$ cat src/source/mpu_defines.svh
//////////////////////////////
// Sizes of the MPU data service and memory
// Buffer depth must be 2**BUFF_PTR_WIDTH
//////////////////////////////
`ifndef MPU_DEFINES_SVH
`define MPU_DEFINES_SVH

// Data word and memory address
`define MPU_DATA_WIDTH		32
`define MPU_ADDR_WIDTH		6	// 64 words

//////////////////////////////
// Service ring buffer
`define MPU_BUFF_DEPTH		16
`define MPU_BUFF_PTR_WIDTH	4	// Count is one bit wider

`endif
$ cat src/source/mpu_pkg.sv
//////////////////////////////
// Types shared by service and memory
// Command length runs 1 to the buffer depth
//////////////////////////////
`include "mpu_defines.svh"

package mpu_pkg;

	typedef logic [`MPU_DATA_WIDTH-1:0] data_t;
	typedef logic [`MPU_ADDR_WIDTH-1:0] addr_t;	// Arithmetic wraps at memory size

	// Low two bits of the first command word
	typedef enum logic [1:0] {
		op_none		= 2'd0,
		op_store	= 2'd1,
		op_load		= 2'd2
	} mpu_op_e;

	// Command word capture
	typedef enum logic [2:0] {
		serv_idle,
		serv_stride,
		serv_length,
		serv_base,
		serv_run
	} serv_state_e;

	typedef enum logic [1:0] {
		xfer_idle,
		xfer_wait_grant,
		xfer_run,
		xfer_drain	// Load only, empties the buffer after release
	} xfer_state_e;

	typedef struct packed {
		logic	valid;
		data_t	data;
	} beat_t;

	typedef struct packed {
		mpu_op_e						op;
		addr_t							stride;
		logic [`MPU_BUFF_PTR_WIDTH:0]	length;	// 1 to buffer depth
		addr_t							base;
	} mem_cmd_t;

endpackage

$ cat src/source/mpu_data_subsystem.sv
//////////////////////////////
// Data service joined to its memory
// Start commands only while busy is low
//////////////////////////////

module mpu_data_subsystem (
	input  logic			clock,
	input  logic			reset,
	input  mpu_pkg::beat_t	ext_in,
	output mpu_pkg::beat_t	ext_out,
	output logic			busy
);

	import mpu_pkg::*;

	// Memory side
	logic		mem_req;
	logic		mem_grant;
	logic		mem_rls;
	mem_cmd_t	mem_cmd;
	beat_t		mem_wr;
	beat_t		mem_rd;

	extern_data_service service0 (
		.clock		(clock),
		.reset		(reset),
		.ext_in		(ext_in),
		.ext_out	(ext_out),
		.busy		(busy),
		.mem_req	(mem_req),
		.mem_cmd	(mem_cmd),
		.mem_grant	(mem_grant),
		.mem_rls	(mem_rls),
		.mem_rd		(mem_rd),
		.mem_wr		(mem_wr)
	);

	data_memory memory0 (
		.clock		(clock),
		.reset		(reset),
		.mem_req	(mem_req),
		.mem_cmd	(mem_cmd),
		.mem_wr		(mem_wr),
		.mem_grant	(mem_grant),
		.mem_rd		(mem_rd),
		.mem_rls	(mem_rls)
	);

endmodule

$ cat src/source/data_memory.sv
//////////////////////////////
// Word memory behind the data service
// No initial contents, read data one cycle late
//////////////////////////////
`include "mpu_defines.svh"

module data_memory (
	input  logic				clock,
	input  logic				reset,
	input  logic				mem_req,
	input  mpu_pkg::mem_cmd_t	mem_cmd,
	input  mpu_pkg::beat_t		mem_wr,
	output logic				mem_grant,
	output mpu_pkg::beat_t		mem_rd,
	output logic				mem_rls
);

	import mpu_pkg::*;

	data_t	mem [2**`MPU_ADDR_WIDTH];
	addr_t	addr;
	logic	last;
	logic	start;
	logic	wr_en;
	logic	rd_en;
	logic	rd_last;	// Final read beat leaves this cycle
	logic	rd_valid;
	data_t	rd_data;

	assign start = mem_req & ~mem_grant;	// Generator loads as grant rises
	assign wr_en = mem_grant & (mem_cmd.op == op_store) & mem_wr.valid;
	assign rd_en = mem_grant & (mem_cmd.op == op_load) & ~rd_last;

	// Store releases on the last write, load with the last data beat
	assign mem_rls = (wr_en & last) | rd_last;
	assign mem_rd  = '{valid: rd_valid, data: rd_data};

	always_ff @(posedge clock) begin
		if (reset) begin
			mem_grant <= 1'b0;
			rd_valid  <= 1'b0;
			rd_last   <= 1'b0;
		end else begin
			mem_grant <= mem_req & ~mem_rls;
			rd_valid  <= rd_en;
			rd_last   <= rd_en & last;
		end
	end

	always_ff @(posedge clock) begin
		if (wr_en) begin
			mem[addr] <= mem_wr.data;
		end
		if (rd_en) begin
			rd_data <= mem[addr];
		end
	end

	stride_address_gen addr_gen (
		.clock	(clock),
		.reset	(reset),
		.start	(start),
		.cmd	(mem_cmd),
		.step	(wr_en | rd_en),
		.addr	(addr),
		.last	(last)
	);

endmodule

$ cat src/source/extern_data_service.sv
//////////////////////////////
// External command port of the data memory
// Length must not exceed the buffer depth
// Output has no back-pressure
//////////////////////////////
`include "mpu_defines.svh"

module extern_data_service (
	input  logic				clock,
	input  logic				reset,
	input  mpu_pkg::beat_t		ext_in,
	output mpu_pkg::beat_t		ext_out,
	output logic				busy,
	output logic				mem_req,
	output mpu_pkg::mem_cmd_t	mem_cmd,
	input  logic				mem_grant,
	input  logic				mem_rls,
	input  mpu_pkg::beat_t		mem_rd,
	output mpu_pkg::beat_t		mem_wr
);

	import mpu_pkg::*;

	serv_state_e	serv_state;
	xfer_state_e	xfer_state;
	mem_cmd_t		cmd_q;
	mpu_op_e		op_word;
	logic			req_q;

	logic [`MPU_BUFF_PTR_WIDTH:0]	store_count;	// Store data words accepted

	logic	is_store;
	logic	is_load;
	logic	cmd_start;
	logic	store_accept;
	logic	load_fill;
	logic	store_done;
	logic	drain_done;

	// Buffer
	data_t							buff_mem [`MPU_BUFF_DEPTH];
	data_t							buff_wdata;
	logic							buff_write;
	logic							buff_read;
	logic [`MPU_BUFF_PTR_WIDTH-1:0]	buff_write_ptr;
	logic [`MPU_BUFF_PTR_WIDTH-1:0]	buff_read_ptr;
	logic [`MPU_BUFF_PTR_WIDTH:0]	buff_count;
	logic							buff_full;
	logic							buff_empty;

	// Unknown opcodes fall to none
	always_comb begin
		case (mpu_op_e'(ext_in.data[1:0]))
			op_store: op_word = op_store;
			op_load:  op_word = op_load;
			default:  op_word = op_none;
		endcase
	end

	assign is_store  = (cmd_q.op == op_store);
	assign is_load   = (cmd_q.op == op_load);
	assign cmd_start = (serv_state == serv_base) & ext_in.valid & (cmd_q.op != op_none);

	//////////////////////////////
	// Buffer traffic
	assign store_accept = (serv_state == serv_run) & is_store & ext_in.valid
		& (store_count != cmd_q.length);
	assign load_fill    = (xfer_state == xfer_run) & is_load & mem_rd.valid;
	assign buff_write   = store_accept | load_fill;
	assign buff_wdata   = store_accept ? ext_in.data : mem_rd.data;
	assign buff_read    = ~buff_empty & ((xfer_state == xfer_run) | (xfer_state == xfer_drain));

	assign store_done = (xfer_state == xfer_run) & is_store & mem_rls;
	assign drain_done = (xfer_state == xfer_drain) & (buff_count == '0);

	always_ff @(posedge clock) begin
		if (buff_write) begin
			buff_mem[buff_write_ptr] <= buff_wdata;
		end
	end

	// Head goes out on whichever port the command selects
	assign ext_out = '{valid: buff_read & is_load, data: buff_mem[buff_read_ptr]};
	assign mem_wr  = '{valid: buff_read & is_store, data: buff_mem[buff_read_ptr]};

	assign busy    = (serv_state != serv_idle);
	assign mem_req = req_q;
	assign mem_cmd = cmd_q;

	//////////////////////////////
	// Command capture
	always_ff @(posedge clock) begin
		if (reset) begin
			serv_state <= serv_idle;
			cmd_q      <= '0;
		end else begin
			case (serv_state)
				serv_idle: if (ext_in.valid) begin
					cmd_q.op   <= op_word;
					serv_state <= serv_stride;
				end
				serv_stride: if (ext_in.valid) begin
					cmd_q.stride <= ext_in.data[`MPU_ADDR_WIDTH-1:0];
					serv_state   <= serv_length;
				end
				serv_length: if (ext_in.valid) begin
					cmd_q.length <= ext_in.data[`MPU_BUFF_PTR_WIDTH:0];
					serv_state   <= serv_base;
				end
				serv_base: if (ext_in.valid) begin
					cmd_q.base <= ext_in.data[`MPU_ADDR_WIDTH-1:0];
					serv_state <= (cmd_q.op != op_none) ? serv_run : serv_idle;	// No-op ends here
				end
				serv_run: if (store_done | drain_done) begin
					serv_state <= serv_idle;
				end
				default: serv_state <= serv_idle;
			endcase
		end
	end

	always_ff @(posedge clock) begin
		if (reset) begin
			store_count <= '0;
		end else if (cmd_start) begin
			store_count <= '0;
		end else if (store_accept) begin
			store_count <= store_count + 1'b1;
		end
	end

	// Request held until the memory releases
	always_ff @(posedge clock) begin
		if (reset) begin
			req_q <= 1'b0;
		end else if (mem_rls) begin
			req_q <= 1'b0;
		end else if (cmd_start) begin
			req_q <= 1'b1;
		end
	end

	//////////////////////////////
	// Transfer control
	always_ff @(posedge clock) begin
		if (reset) begin
			xfer_state <= xfer_idle;
		end else begin
			case (xfer_state)
				xfer_idle:       if (cmd_start) xfer_state <= xfer_wait_grant;
				xfer_wait_grant: if (mem_grant) xfer_state <= xfer_run;
				xfer_run: if (mem_rls) begin
					xfer_state <= is_load ? xfer_drain : xfer_idle;
				end
				xfer_drain:      if (drain_done) xfer_state <= xfer_idle;
				default:         xfer_state <= xfer_idle;
			endcase
		end
	end

	ring_buffer_ctrl buff_ctrl (
		.clock		(clock),
		.reset		(reset),
		.write_en	(buff_write),
		.read_en	(buff_read),
		.write_ptr	(buff_write_ptr),
		.read_ptr	(buff_read_ptr),
		.count		(buff_count),
		.full		(buff_full),
		.empty		(buff_empty)
	);

endmodule

$ cat src/source/stride_address_gen.sv
//////////////////////////////
// Strided address sequence for one command
// Step only while beats remain
//////////////////////////////
`include "mpu_defines.svh"

module stride_address_gen (
	input  logic				clock,
	input  logic				reset,
	input  logic				start,	// One-cycle pulse
	input  mpu_pkg::mem_cmd_t	cmd,
	input  logic				step,
	output mpu_pkg::addr_t		addr,
	output logic				last
);

	import mpu_pkg::*;

	addr_t							next_addr;
	logic [`MPU_BUFF_PTR_WIDTH:0]	remain;	// Current beat included

	assign next_addr = addr + cmd.stride;	// Wraps modulo memory size

	//////////////////////////////
	// Address register
	always_ff @(posedge clock) begin
		if (start) begin
			addr <= cmd.base;
		end else if (step) begin
			addr <= next_addr;
		end
	end

	// Beat countdown
	always_ff @(posedge clock) begin
		if (reset) begin
			remain <= '0;
		end else if (start) begin
			remain <= cmd.length;
		end else if (step && remain != '0) begin
			remain <= remain - 1'b1;
		end
	end

	assign last = (remain == 1);

endmodule

$ cat src/source/ring_buffer_ctrl.sv
//////////////////////////////
// Pointers and occupancy of the service buffer
// Write while full or read while empty is illegal
//////////////////////////////
`include "mpu_defines.svh"

module ring_buffer_ctrl (
	input  logic							clock,
	input  logic							reset,
	input  logic							write_en,
	input  logic							read_en,
	output logic [`MPU_BUFF_PTR_WIDTH-1:0]	write_ptr,
	output logic [`MPU_BUFF_PTR_WIDTH-1:0]	read_ptr,
	output logic [`MPU_BUFF_PTR_WIDTH:0]	count,
	output logic							full,
	output logic							empty
);

	localparam logic [`MPU_BUFF_PTR_WIDTH:0] depth = `MPU_BUFF_DEPTH;

	// Pointers wrap naturally, depth is a power of two
	always_ff @(posedge clock) begin
		if (reset) begin
			write_ptr <= '0;
		end else if (write_en) begin
			write_ptr <= write_ptr + 1'b1;
		end
	end

	always_ff @(posedge clock) begin
		if (reset) begin
			read_ptr <= '0;
		end else if (read_en) begin
			read_ptr <= read_ptr + 1'b1;
		end
	end

	// Occupancy
	always_ff @(posedge clock) begin
		if (reset) begin
			count <= '0;
		end else begin
			case ({write_en, read_en})
				2'b10:   count <= count + 1'b1;
				2'b01:   count <= count - 1'b1;
				default: count <= count;	// Both or neither
			endcase
		end
	end

	assign full  = (count == depth);
	assign empty = (count == '0);

endmodule

$ cat config.mk
export PLATFORM = sky130hd
export DESIGN_NAME = mpu_data_subsystem
export DESIGN_NICKNAME = d
export VERILOG_FILES = /design/src/source/mpu_pkg.sv /design/src/source/mpu_data_subsystem.sv /design/src/source/data_memory.sv /design/src/source/extern_data_service.sv /design/src/source/stride_address_gen.sv /design/src/source/ring_buffer_ctrl.sv
export VERILOG_INCLUDE_DIRS = /design/src /design/src/source
export SDC_FILE = /design/constraint.sdc
export NUM_CORES = 2
export LEC_CHECK = 0
export ABC_CLOCK_PERIOD_IN_PS = 4300
export CORE_MARGIN = 2
export CORE_UTILIZATION = 35
export CTS_CLUSTER_SIZE = 20
export DETAILED_ROUTE_END_ITERATION = 8
export DONT_BUFFER_PORTS = 1
export PLACE_DENSITY = 0.62
export SLEW_MARGIN = 0
export SYNTH_ARGS = -nofsm -noshare
export SYNTH_HDL_FRONTEND = slang
export SYNTH_SLANG_ARGS = --single-unit
export TNS_END_PERCENT = 20
$ cat constraint.sdc
create_clock -name clock -period 4.3 [get_ports clock]
set_clock_uncertainty 0.1 [all_clocks]
set_input_delay 0 -clock clock [delete_from_list [all_inputs] [get_ports clock]]
set_output_delay 0 -clock clock [all_outputs]
set_load 0.01 [all_outputs]
==> impl_metrics.csv <==
group,metric,value,unit
grt,antenna_found_initial,33,
timing,fin_setup_tns,0,ns
route,detail-route-antenna-nets,0,
worst_hold_path,hp-class,"input pin to flop",
grt,gr-total-overflow,0,
setup_path,path_delay_family,"buffers and inverters",
logic_synthesis,synthCells,5193,
timing,drv_slew,0,
clock_tree,clockBufferDepth,4,
route,dr.pass1.iters,9,
grt,grt_max_degree,93,
run,max_cap_viol_count,0,
timing,max_slew_margin,8.42,%
floorplanning,fp.dieH,544,um
route,drc,0,
clock_tree,cts_resized,0,
floorplanning,die_area,0.296,sq mm
cells_and_area,layout_common_cells,"edfxtp_1 (2598), mux4_2 (315), clkbuf_16 (295), buf_4 (277), a221oi_1 (215)",
timing,finalSetupViolCount,0,
placement,dp_hpwl,189000,um
cells_and_area,multi_input_area,0.0217,sq mm
clock_tree,clk_latency,0.94,ns
floorplanning,start_util,35.1,%
clock_tree,numCtsBuffers,287,
cells_and_area,syn2layout_area_growth,16.6,%
floorplanning,core.rowCount,198,
logic_synthesis,synth_edf_count,2598,
route,wl_per_cell,33.4,um
timing,whs,0.0639,ns
logic_synthesis,synth_top_area_cell,"edfxtp_1",
cells_and_area,drive_above_1_share,24.0,%
cells_and_area,nNetsFinal,5624,
logic_synthesis,async_reset_ff_share,0,%
setup_path,required,4.82,ns
setup_path,crit_fanout,58,
cells_and_area,final_area,0.119,sq mm
pwr,peakVddDrop,0.498,mV
grt,grt_pass1_wl,445000,um
setup_path,path_class,"flop to flop",
logic_synthesis,synth_flop_cell,"edfxtp_1",
logic_synthesis,ys_seq_elements,2653,
floorplanning,die_w,544,um
clock_tree,postCtsHoldBufs,72,
setup_path,worst_path_max_delay_cell,"a221oi_1",
logic_synthesis,synth.distinct_cells,80,
pwr,power_density,435,mW/mm^2
timing,final_hold_viol_count,0,
timing,fin_crit,4.12,ns
timing,tightest_slew,1.36,ns
clock_tree,cts_tree,"yes",
placement,gp_congestion,0.897,
clock_tree,clk_pin_slew,0.06,ns
clock_tree,post_cts_buffers,0,
logic_synthesis,ys_warn_count,0,
clock_tree,cts.htree.levels,5,
setup_path,end_kind,"flop",
timing,rsz0062_at_grt,"false",
cells_and_area,seqCellArea,0.0791,sq mm
logic_synthesis,synth_area_leaders,"edfxtp_1 (76%), mux4_2 (7.0%), mux2_2 (2.3%)",
placement,postPlaceCellArea,0.109,sq mm
timing,clock.fmax,0.243,GHz
route,routed_wl,323000,um
setup_path,crit_buf_inv,3,
placement,io_buffers,0,
logic_synthesis,syn-cell-area,0.102,sq mm
grt,grt_pass1_vias,55400,
setup_path,crit_path_start_kind,"flop",
route,viasPerCell,5.93,
route,route.vias.total,57400,
clock_tree,clock-sinks,2653,
setup_path,path_cells,"buf_12 -> inv_6 -> buf_4 -> mux2i_1 -> o22ai_1 -> a221oi_1 -> nand3_1",
floorplanning,io_pins,69,
logic_synthesis,syn_avg_cell_area,19.6,sq um
cells_and_area,n_fill_cell,25400,
setup_path,slowest_delay,0.90,ns
cells_and_area,layout_commonest_cell,"edfxtp_1",
logic_synthesis,synth_top_area_share,76.5,%
timing,timing.final.crit_share,95.8,%
route,drtIter0Drc,8991,
floorplanning,coreArea,0.290,sq mm
pwr,p_leak,37.1,nW
logic_synthesis,syn_nets,5248,
grt,grtUsageTotal,21.4,%
logic_synthesis,synth_seq_area_share,77.6,%
status,status,"completed",
setup_path,cp.arrival,4.64,ns
clock_tree,cts.root.buffer_cell,"clkbuf_16",
## per-stage QoR
| step | util [%] | instances | setup slack, ns | power, W |
|---|---|---|---|---|
| after detailed placement | 37.7 | 9108 | 0.546 | 0.0286 |
| after CTS | 40.9 | 9665 | 0.343 | 0.0519 |
| after floorplan | - | 5193 | 0.00636 | 0.0286 |
| final | 40.9 | 9673 | 0.181 | 0.0517 |
| after global routing | 40.9 | 9667 | 0.263 | 0.0529 |
| after global placement | 37.7 | 9108 | 0.517 | 0.0286 |
## tightest hold or removal path, cell delays in order
cell           delay, ns
dlygate4sd3_1       0.60
buf_12              0.14
nand2b_1            0.20
nor2_1              0.07
## routing by layer
metal / wire length, um / GRT usage [%]
met5: 195 / 0
met2: 146000 / 32.8
met4: 13800 / 8.41
met3: 42600 / 6.55
met1: 121000 / 28.5
## cell type report
cell class / instances / share of cell area, %
sequential: 2653 / 66.6
multi-input combinational: 2189 / 18.3
clock buffer: 358 / 6.42
tap: 3900 / 4.10
timing repair buffer: 424 / 3.63
clock inverter: 127 / 0.958
inverter: 14 / 0.0516
antenna: 8 / 0.0168
## flip-flops by register name (all words and copies together), names as in the netlist, 5 cells and up, named ones only
register / flops
service0.buff_mem: 512
service0.buff_ctrl.count: 5
service0.mem_cmd: 19
memory0.addr_gen.remain: 5
service0.store_count: 5
memory0.mem: 2048
memory0.rd_data: 32
memory0.addr_gen.addr: 6
## final timing paths
path / from / endpoint / slack, ns / cells past startpoint
hold reg to reg: memory0.addr_gen.remain[4]$_SDFFE_PP0P_ / memory0.addr_gen.remain[4]$_SDFFE_PP0P_ / 0.38 / 2
setup reg to reg: memory0.addr_gen.addr[1]$_DFFE_PP_ / memory0.rd_data[5]$_DFFE_PP_ / 0.18 / 7
hold / removal: reset / service0.store_count[2]$_SDFFE_PP0N_ / 0.06 / 4
setup / recovery: memory0.addr_gen.addr[1]$_DFFE_PP_ / memory0.rd_data[5]$_DFFE_PP_ / 0.18 / 7
## synth_stat cells, drive strengths merged (12+ instances only)
library cell  count
nand3            25
and3             12
a22oi           164
o2bb2ai          14
nor2            208
mux4            318
buf             211
inv              14
dfxtp            55
mux2i           189
a31oi            25
a221o            32
xnor2            19
a21oi           146
nand4            14
edfxtp         2598
a211oi           19
o21ai           104
a22o             47
clkbuf          126
mux2            218
a221oi          216
o22ai            95
nand2           115
and2             12
a222oi           15
nor3             19
ha               18
## report_power, final
part	switching [W]	total (W)	internal (W)
combinational	0.000109	0.000191	0.0000817
clock	0.00984	0.0236	0.0137
sequential	0.00000919	0.0280	0.0279
## cell families after synthesis
logic type,synth area share (%)
buffers and inverters,1.77
adder cells (fa/ha/maj),0.260
flip-flops,77.6
AND/OR/NAND/NOR,2.19
multiplexers,11.3
XOR/XNOR,0.240
AO/OA/AOI/OAI,6.67
No activity file was read; power rests on OpenSTA's default activity.
